File: src/include/ctrl_macros.svh
// Encodings and step counts of the multicycle control unit, included by the RTL and testbench
`ifndef CTRL_MACROS_SVH
`define CTRL_MACROS_SVH

// Opcodes
`define OP_RTYPE            6'b000000
`define OP_ADDI             6'b001000
`define OP_ADDIU            6'b001001

// R-type funct codes
`define FUNCT_SUB           6'b100010

// ALU operations
`define ALUOP_ADD           3'b001
`define ALUOP_SUB           3'b010

// ALU operand A mux
`define SRCA_PC             2'b00
`define SRCA_REGA           2'b10

// ALU operand B mux
`define SRCB_REGB           2'b00
`define SRCB_FOUR           2'b01
`define SRCB_IMM            2'b10
`define SRCB_IMM_SHIFTED    2'b11

// Register file write address mux
`define WRREG_RT            2'b00
`define WRREG_RD            2'b01
`define WRREG_SP            2'b11

// Register file write data mux
`define WDREG_ALUOUT        3'b000
`define WDREG_SP_INIT       3'b110

// Memory latency seen by fetch, in cycles
`define FETCH_READ_STEPS    3

// Step counter width, enough for the longest phase
`define STEP_WIDTH          2

`endif

File: src/hw/ctrlPkg.sv
// Types shared by the control unit modules, referenced by scoped name from each of them
`include "ctrl_macros.svh"

package ctrlPkg;

    // R-type view of the instruction word
    typedef struct packed {
        logic [5:0] opcode;
        logic [4:0] rs;
        logic [4:0] rt;
        logic [4:0] rd;
        logic [4:0] shamt;
        logic [5:0] funct;
    } rTypeFields_s;

    // I-type view of the instruction word
    typedef struct packed {
        logic [5:0]  opcode;
        logic [4:0]  rs;
        logic [4:0]  rt;
        logic [15:0] imm;
    } iTypeFields_s;

    // Same 32 bits, two decodings
    typedef union packed {
        rTypeFields_s rType;
        iTypeFields_s iType;
    } instrWord_u;

    typedef enum logic [1:0] {
        classSub,
        classAddi,
        classAddiu,
        classIllegal
    } instrClass_e;

    typedef enum logic [2:0] {
        phReset,
        phFetch,
        phDecode,
        phExec,
        phError
    } phase_e;

    typedef struct packed {
        phase_e                  phase;
        logic [`STEP_WIDTH-1:0]  step;
        instrClass_e             iClass;   // latched at the last decode step
    } seqState_s;

    // Datapath control word, one strobe or select per field
    typedef struct packed {
        logic       pcWrite;
        logic       loadAB;
        logic       aluOutLoad;
        logic       memRead;
        logic       irWrite;
        logic       regWrite;
        logic [2:0] aluOp;
        logic [1:0] iorD;
        logic [1:0] wrReg;
        logic [2:0] wdReg;
        logic [1:0] aluSrcA;
        logic [1:0] aluSrcB;
        logic [1:0] pcSource;
    } ctrlWord_s;

endpackage

File: src/hw/controlUnit.sv
// Top level of the multicycle control unit, from instruction register to datapath control word
`timescale 1ns/1ns
`include "ctrl_macros.svh"

module controlUnit (
    input  logic               clk,
    input  logic               rstN,
    input  ctrlPkg::instrWord_u instr,
    output ctrlPkg::ctrlWord_s ctrl
);

    ctrlPkg::instrClass_e iClass;
    ctrlPkg::seqState_s   state;

    // Pure combinational, sampled by the sequencer at the last decode step
    instrDecoder uDecoder (
        .instr  (instr),
        .iClass (iClass)
    );

    stepSequencer uSequencer (
        .clk    (clk),
        .rstN   (rstN),
        .iClass (iClass),
        .state  (state)
    );

    // ctrl trails state by one clock
    controlWordGen uWordGen (
        .clk   (clk),
        .rstN  (rstN),
        .state (state),
        .ctrl  (ctrl)
    );

endmodule

File: src/hw/controlWordGen.sv
// Control word table indexed by sequencer state, registered once before driving the datapath
`timescale 1ns/1ns
`include "ctrl_macros.svh"

module controlWordGen (
    input  logic               clk,
    input  logic               rstN,
    input  ctrlPkg::seqState_s state,
    output ctrlPkg::ctrlWord_s ctrl
);

    ctrlPkg::ctrlWord_s word;
    logic               isSub;

    assign isSub = (state.iClass == ctrlPkg::classSub);

    always_comb begin
        // Anything not set below stays zero
        word = '0;

        case (state.phase)
            ctrlPkg::phReset: begin
                // Load the stack pointer with its initial value
                word.regWrite = 1'b1;
                word.wrReg    = `WRREG_SP;
                word.wdReg    = `WDREG_SP_INIT;
            end
            ctrlPkg::phFetch: begin
                if (state.step < `STEP_WIDTH'(`FETCH_READ_STEPS)) begin
                    // Memory read at PC while the ALU computes PC + 4
                    word.memRead = 1'b1;
                    word.aluSrcA = `SRCA_PC;
                    word.aluSrcB = `SRCB_FOUR;
                    word.aluOp   = `ALUOP_ADD;
                end else begin
                    // PC + 4 goes back through pcSource 00
                    word.pcWrite = 1'b1;
                    word.irWrite = 1'b1;
                end
            end
            ctrlPkg::phDecode: begin
                if (state.step == `STEP_WIDTH'(0)) begin
                    // Branch target precomputed into ALUOut
                    word.aluOutLoad = 1'b1;
                    word.aluSrcA    = `SRCA_PC;
                    word.aluSrcB    = `SRCB_IMM_SHIFTED;
                    word.aluOp      = `ALUOP_ADD;
                end else begin
                    word.loadAB = 1'b1;
                end
            end
            ctrlPkg::phExec: begin
                case (state.step)
                    `STEP_WIDTH'(0): begin
                        word.aluOutLoad = 1'b1;
                        word.aluSrcA    = `SRCA_REGA;
                        word.aluSrcB    = isSub ? `SRCB_REGB : `SRCB_IMM;
                        word.aluOp      = isSub ? `ALUOP_SUB : `ALUOP_ADD;
                    end
                    `STEP_WIDTH'(1): begin
                        // R-type writes rd, immediates write rt
                        word.regWrite = 1'b1;
                        word.wdReg    = `WDREG_ALUOUT;
                        word.wrReg    = isSub ? `WRREG_RD : `WRREG_RT;
                    end
                    default: begin
                        word = '0;
                    end
                endcase
            end
            default: begin
                // Error step and unused phase codes issue nothing
                word = '0;
            end
        endcase
    end

    always_ff @(posedge clk) begin
        if (!rstN) begin
            ctrl <= '0;
        end else begin
            ctrl <= word;
        end
    end

endmodule

File: src/hw/instrDecoder.sv
// Combinational classifier that maps the instruction register contents to an instruction class
`timescale 1ns/1ns
`include "ctrl_macros.svh"

module instrDecoder (
    input  ctrlPkg::instrWord_u  instr,
    output ctrlPkg::instrClass_e iClass
);

    logic [5:0] opcode;
    logic [5:0] funct;

    // Opcode sits in the same bits for both views
    assign opcode = instr.iType.opcode;

    // Only meaningful when the opcode says R-type
    assign funct = instr.rType.funct;

    always_comb begin
        case (opcode)
            `OP_RTYPE: begin
                if (funct == `FUNCT_SUB) begin
                    iClass = ctrlPkg::classSub;
                end else begin
                    // AND, ADD, shifts, MULT, DIV and the rest are not implemented
                    iClass = ctrlPkg::classIllegal;
                end
            end
            `OP_ADDI: begin
                iClass = ctrlPkg::classAddi;
            end
            `OP_ADDIU: begin
                iClass = ctrlPkg::classAddiu;
            end
            default: begin
                // Loads, stores, branches, jumps and unknown opcodes
                iClass = ctrlPkg::classIllegal;
            end
        endcase
    end

endmodule

File: src/hw/stepSequencer.sv
// Phase and step sequencer that walks reset, fetch, decode, execute and error steps
`timescale 1ns/1ns
`include "ctrl_macros.svh"

module stepSequencer (
    input  logic                 clk,
    input  logic                 rstN,
    input  ctrlPkg::instrClass_e iClass,
    output ctrlPkg::seqState_s   state
);

    ctrlPkg::seqState_s nextState;

    // Last step index of each phase
    logic fetchDone;
    logic decodeDone;
    logic execDone;

    assign fetchDone  = (state.step == `STEP_WIDTH'(`FETCH_READ_STEPS));
    assign decodeDone = (state.step == `STEP_WIDTH'(1));
    assign execDone   = (state.step == `STEP_WIDTH'(2));

    always_comb begin
        nextState      = state;
        nextState.step = state.step + `STEP_WIDTH'(1);

        case (state.phase)
            ctrlPkg::phReset: begin
                nextState.phase = ctrlPkg::phFetch;
                nextState.step  = '0;
            end
            ctrlPkg::phFetch: begin
                if (fetchDone) begin
                    nextState.phase = ctrlPkg::phDecode;
                    nextState.step  = '0;
                end
            end
            ctrlPkg::phDecode: begin
                if (decodeDone) begin
                    // IR has been stable since the cycle after irWrite
                    nextState.iClass = iClass;
                    nextState.step   = '0;
                    if (iClass == ctrlPkg::classIllegal) begin
                        nextState.phase = ctrlPkg::phError;
                    end else begin
                        nextState.phase = ctrlPkg::phExec;
                    end
                end
            end
            ctrlPkg::phExec: begin
                if (execDone) begin
                    nextState.phase = ctrlPkg::phFetch;
                    nextState.step  = '0;
                end
            end
            ctrlPkg::phError: begin
                // Single step, then straight back to fetch
                nextState.phase = ctrlPkg::phFetch;
                nextState.step  = '0;
            end
            default: begin
                nextState.phase = ctrlPkg::phFetch;
                nextState.step  = '0;
            end
        endcase
    end

    always_ff @(posedge clk) begin
        if (!rstN) begin
            state.phase  <= ctrlPkg::phReset;
            state.step   <= '0;
            state.iClass <= ctrlPkg::classIllegal;
        end else begin
            state <= nextState;
        end
    end

endmodule

File: config.mk
export PLATFORM = sky130hd
export DESIGN_NAME = controlUnit
export DESIGN_NICKNAME = d
export VERILOG_FILES = /design/src/hw/ctrlPkg.sv /design/src/hw/controlUnit.sv /design/src/hw/controlWordGen.sv /design/src/hw/instrDecoder.sv /design/src/hw/stepSequencer.sv
export VERILOG_INCLUDE_DIRS = /design/src /design/src/include
export SDC_FILE = /design/constraint.sdc
export NUM_CORES = 1
export LEC_CHECK = 0
export BUFFER_PORTS_ARGS = -buffer_cell sky130_fd_sc_hd__buf_2
export CELL_PAD_IN_SITES_DETAIL_PLACEMENT = 1
export CELL_PAD_IN_SITES_GLOBAL_PLACEMENT = 1
export CORE_MARGIN = 2
export CORE_UTILIZATION = 31
export CTS_CLUSTER_DIAMETER = 50
export DETAILED_ROUTE_END_ITERATION = 10
export PLACE_DENSITY_LB_ADDON = 0.08
export SLEW_MARGIN = 20
export SYNTH_ARGS = -nofsm -noshare
export SYNTH_HDL_FRONTEND = slang
export SYNTH_SLANG_ARGS = --single-unit
File: constraint.sdc
create_clock -name clk -period 3.85 [get_ports clk]
set_input_delay 0.385 -clock clk [delete_from_list [all_inputs] [get_ports clk]]
set_output_delay 0.385 -clock clk [all_outputs]
set_load 0.005 [all_outputs]
=== Word-level counts from Yosys, hierarchy flattened ===
Cells that the tools add are included.

* Magnitude comparators: 1
* Mux-type cells: 27
* Equality and inequality tests: 13
* Reduce and logical (&&, ||, !) cells: 7
* $add $sub $neg: 1

{| class="wikitable"
|+ Operators with widths
! kind !! count
|-
| $mux W5 || 3
|-
| $pmux W5 S3 || 1
|-
| $eq A6 B4 Y1 const B || 2
|-
| $pmux W4 S3 || 1
|-
| $pmux W5 S2 || 1
|-
| $mux W1 || 9
|-
| $pmux W3 S3 || 1
|-
| $mux W2 || 4
|-
| $mux W7 || 1
|-
| $eq A2 B2 Y1 const B || 3
|-
| $eq A3 B2 Y1 const B || 2
|-
| $eq A6 B6 Y1 const B || 1
|-
| $logic_not A6 Y1 || 1
|-
| $mux W3 || 2
|-
| $ne A2 B1 Y1 const B || 3
|-
| $pmux W2 S3 || 1
|-
| $logic_not A2 Y1 || 2
|-
| $mux W4 || 1
|-
| $pmux W2 S2 || 1
|-
| $reduce_and A2 Y1 || 2
|-
| $eq A3 B1 Y1 const B || 1
|-
| $logic_not A3 Y1 || 1
|-
| $reduce_and A3 Y1 || 1
|-
| $add A2 B1 Y2 const B || 1
|-
| 3 further kinds || 3
|}

* Logic and storage cells: 62
* Bits in registers: 24

=== Logic depth before layout (Yosys ltp) ===
* Word-level depth: 7
* Mapped depth: 5

=== Cells and area by module ===
From an unflattened synthesis, not the netlist that was laid out.

* Cell total of the unflattened synthesis: 101
* Area total of the unflattened synthesis: 958.4 µm²

{| class="wikitable"
|+ By module, submodules not included
! module !! area each (µm²) !! times used !! cells each
|-
| controlWordGen || 504.2 || 1 || 49
|-
| stepSequencer || 397.9 || 1 || 43
|-
| instrDecoder || 56.3 || 1 || 9
|}

=== Worst setup path before layout ===
Ideal clock, no wire load.

* Path type: register to register
* From: reg, netlist name uSequencer.state[2]
* To: reg, netlist name uSequencer.state[3]
* Path slack: 2.598 ns
* Setup time: 0.124 ns
* Stages on the path, launching flop included: 6
* Clock period less this slack: 1.252 ns
* Required time: 3.726 ns
* Data arrival time: 1.128 ns
* Path through: dfxtp_1 > inv_1 > ha_1 > mux2_2 > a22oi_1 > nor2_1

* Cells in the longest elaborated chain, start to end: 3

{| class="wikitable"
|+ RTL lines
! item !! line !! RTL
|-
| $add A2 B1 Y2 (tied with other cells) || stepSequencer.sv:25 || <nowiki>nextState.step = state.step + `STEP_WIDTH'(1);</nowiki>
|-
| $mux W5 (tied with other cells) || stepSequencer.sv:51 || <nowiki>if (execDone) begin</nowiki>
|-
| $pmux W5 S3 (*) || stepSequencer.sv:27 || <nowiki>case (state.phase)</nowiki>
|}

Mark *: on every way between the ends. The rest lies on a longest branch, timed or not. The select of a mux whose other input is x is not followed.
A chain may end at the register's enable or synchronous reset.

=== Final worst setup path ===
* From: reg, netlist name uSequencer.state[4]
* To: reg, netlist name uWordGen.ctrl[13]

* Cells in the longest elaborated chain, start to end: 2

{| class="wikitable"
|+ RTL lines
! item !! line !! RTL
|-
| $eq A3 B2 Y1 or $eq A3 B1 Y1 (tied branches) || controlWordGen.sv:21 || <nowiki>case (state.phase)</nowiki>
|-
| $pmux W3 S3 (*) || controlWordGen.sv:21 ||
|}

Mark *: on every way between the ends. The rest lies on a longest branch, timed or not.

==> results.yml <==
placed_design:
  post-place-ws_ns: 2.46
  hpwl_mm: 1.42
  placed_area_sq_mm: 0.00102
  portBuffers: 28
  routabilityCongestion: 0.720
  dp_cells: 149
logic_synthesis:
  synthCells: 97
  synth_edf_count: 0
  yosysTopAreaCell: "dfxtp_1"
  ys_types: 36
  synth_ff_type: "dfxtp_1"
  synth-seq-cells: 19
  yosys_warnings: 0
  synthArstFlopShare_pct: 0
  ys_top_cells_by_area: "dfxtp_1 (42%), buf_4 (9.8%), ha_1 (6.8%), a21oi_1 (3.3%), nand3_1 (2.7%)"
  synth_top_area_share_pct: 41.6
  synth.avg_cell_area_sq_um: 9.43
  ys_seq_area_share_pct: 41.6
  syn_area_sq_um: 915
floorplan:
  die_h_microns: 58.3
  pin_count: 56
  start_util_pct: 32.9
  rows: 19
  die-area_sq_mm: 0.00340
  die_w_microns: 58.3
  fp.coreArea_sq_mm: 0.00278
grt:
  grt_pass1_wl_mm: 3.29
  antenna_found_initial: 0
  grt_use_total_pct: 12.8
  grt_pass1_vias: 746
  grt_max_degree: 16
  grt_overflow: 0
worst_hold_path:
  holdPathEnd: "uWordGen.ctrl[18]$_SDFF_PN0_"
  worstHoldPathCells: 2
  min-delay-start: "rstN"
  hold_class: "input pin to flop"
finish:
  fin_area_sq_mm: 0.00105
  syn_to_final_growth_pct: 14.6
  nFillCells: 344
  finalNetCount: 162
  antenna_cells: 0
  fin_cells: 153
  drive_gt1_share_pct: 30.3
clocking:
  cts_sinks: 19
  cts_tree: "yes"
  cts-resized-gates: 0
  clockBufferDepth: 2
  postCtsSetupBuffers: 0
  numCtsBuffers: 3
  root_buffer: "clkbuf_4"
  hold_buffers: 0
  htreeDepth: 1
  clk_pin_slew_ns: 0.10
  clock_latency_ns: 0.29
power:
  ir_worst_vdd_mv: 0.169
  power_per_cell_area_mw_per_mm2: 358
  pwr-share-seq_pct: 58.1
  switching_power_w: 0.0000981
  power_w: 0.000376
  leakage_nw: 0.505
  pwr-share-clk_pct: 25.9
  switching_share_pct: 26.1
  comb_power_share_pct: 16.0
  internal_power_w: 0.000278
route:
  wire_per_inst_microns: 12.3
  wirelength_mm: 1.88
  dr.pass1.iters: 3
  num_vias: 736
  drc: 0
  vias_per_cell: 4.81
  final_antenna_net_count: 0
  drt_iter0_drc: 9
sta:
  fmax_mhz: 701
  fin_skew_ns: 0.00385
  drv_slew: 0
  setup_violations: 0
  grt_setup_unrepaired: "no"
  fin_crit_sh_pct: 37.0
  hold_violations: 0
  layout_min_cycle_time_ns: 1.43
  worst_slack_ns: 2.42
  setup-tns-final_ns: 0
worst_setup_path:
  arrival_ns: 1.66
  cp.required_ns: 4.08
  r2r_slack_ns: 2.42
  r2r-end: "uWordGen.ctrl[13]$_SDFF_PN0_"
  worstSetupEndpointType: "flop"
  crit_type: "flop to flop"
  r2r_start: "uSequencer.state[4]$_SDFFE_PN0P_"
  r2r_cells: 3
  crit_fanout: 15
  critPathLaunchType: "flop"
  crit_path_start: "uSequencer.state[4]$_SDFFE_PN0P_"
run:
  drv_cap: 0
status:
  outcome: "complete, no violations"
[cell type report]
| type | instances | area, sq um | share of cell area, % |
|---|---|---|---|
| Clock buffer | 4 | 26.3 | 2.51 |
| Tap cell | 31 | 38.8 | 3.70 |
| Timing Repair Buffer | 28 | 140 | 13.4 |
| Sequential cell | 19 | 380 | 36.3 |
| Multi-Input combinational cell | 66 | 444 | 42.4 |
| Inverter | 5 | 18.8 | 1.79 |
[worst max path at each step]
stage                     cells past startpoint  slack [ns]                              to
final                                         3        2.42    uWordGen.ctrl[13]$_SDFF_PN0_
after global routing                          3        2.28    uWordGen.ctrl[13]$_SDFF_PN0_
after CTS                                     3        2.42    uWordGen.ctrl[13]$_SDFF_PN0_
after detailed placement                      3        2.46    uWordGen.ctrl[13]$_SDFF_PN0_
after global placement                        3        2.44    uWordGen.ctrl[13]$_SDFF_PN0_
after floorplan                               5        2.60  uSequencer.state[3]$_SDFF_PN0_
[power groups by stage]
stage / Sequential [W] / Clock, W / Combinational, W
3_5_place_dp: 0.000223 / 0 / 0.0000610
6_report: 0.000218 / 0.0000972 / 0.0000602
5_1_grt: 0.000221 / 0.000115 / 0.0000689
3_3_place_gp: 0.000223 / 0 / 0.0000597
4_1_cts: 0.000219 / 0.000103 / 0.0000614
2_1_floorplan: 0.000219 / 0 / 0.0000474
[layout by cell type, fill, tap and decap left out, types with 2 or more instances in the layout]
master	count
nor2b_1	2
ha_1	5
clkbuf_4	3
and2_1	3
a31oi_1	3
nor2_1	5
nand3_1	5
nor3_1	3
nand2b_1	3
inv_1	5
nand2_1	2
dfxtp_1	19
a21oi_1	6
conb_1	7
buf_2	28
o22ai_1	2
[logic make-up after synthesis]
kind of cell	synth area share [%]
other	0.410
DFF	41.6
muxes	1.23
AOI/OAI and AO/OA	11.8
adders and majority gates	6.84
buffers and inverters	12.3
and+or+nand+nor	25.9
[layer usage]
layer | up-vias | track usage (%) | share of wire [%]
met5 | - | 0 | 0
met3 | 4 | 1.98 | 4.5
li1 | 372 | - | -
met1 | 338 | 15.3 | 45
met4 | 0 | 6.98 | 2.0
met2 | 22 | 22.0 | 48
[through the flow]
step	hold slack [ns]	utilization (%)
after floorplan	0.507	-
after global placement	0.541	36.8
after detailed placement	0.569	36.8
after CTS	0.363	37.7
after global routing	0.368	37.7
final	0.368	37.7
[flip-flops by register name (all words and copies together) (netlist names)]
| register | cells |
|---|---|
| uWordGen.ctrl | 12 |
| uSequencer.state | 7 |
[worst max-delay path: stages, from the launching register on]
cell	delay [ns]
dfxtp_1	0.63
nor4b_2	0.44
and2_1	0.20
o21bai_1	0.10
[synthesized netlist by cell type, drive strengths merged, types with 2 or more instances]
library cell,instances
nor3,3
a31oi,3
nor2b,2
nand3,5
dfxtp,19
nand2b,3
nor4b,2
buf,12
nand2,2
o22ai,2
nor2,5
inv,5
a21oi,6
nor3b,2
and2,3
ha,5
No activity file was read; power rests on OpenSTA's default activity.
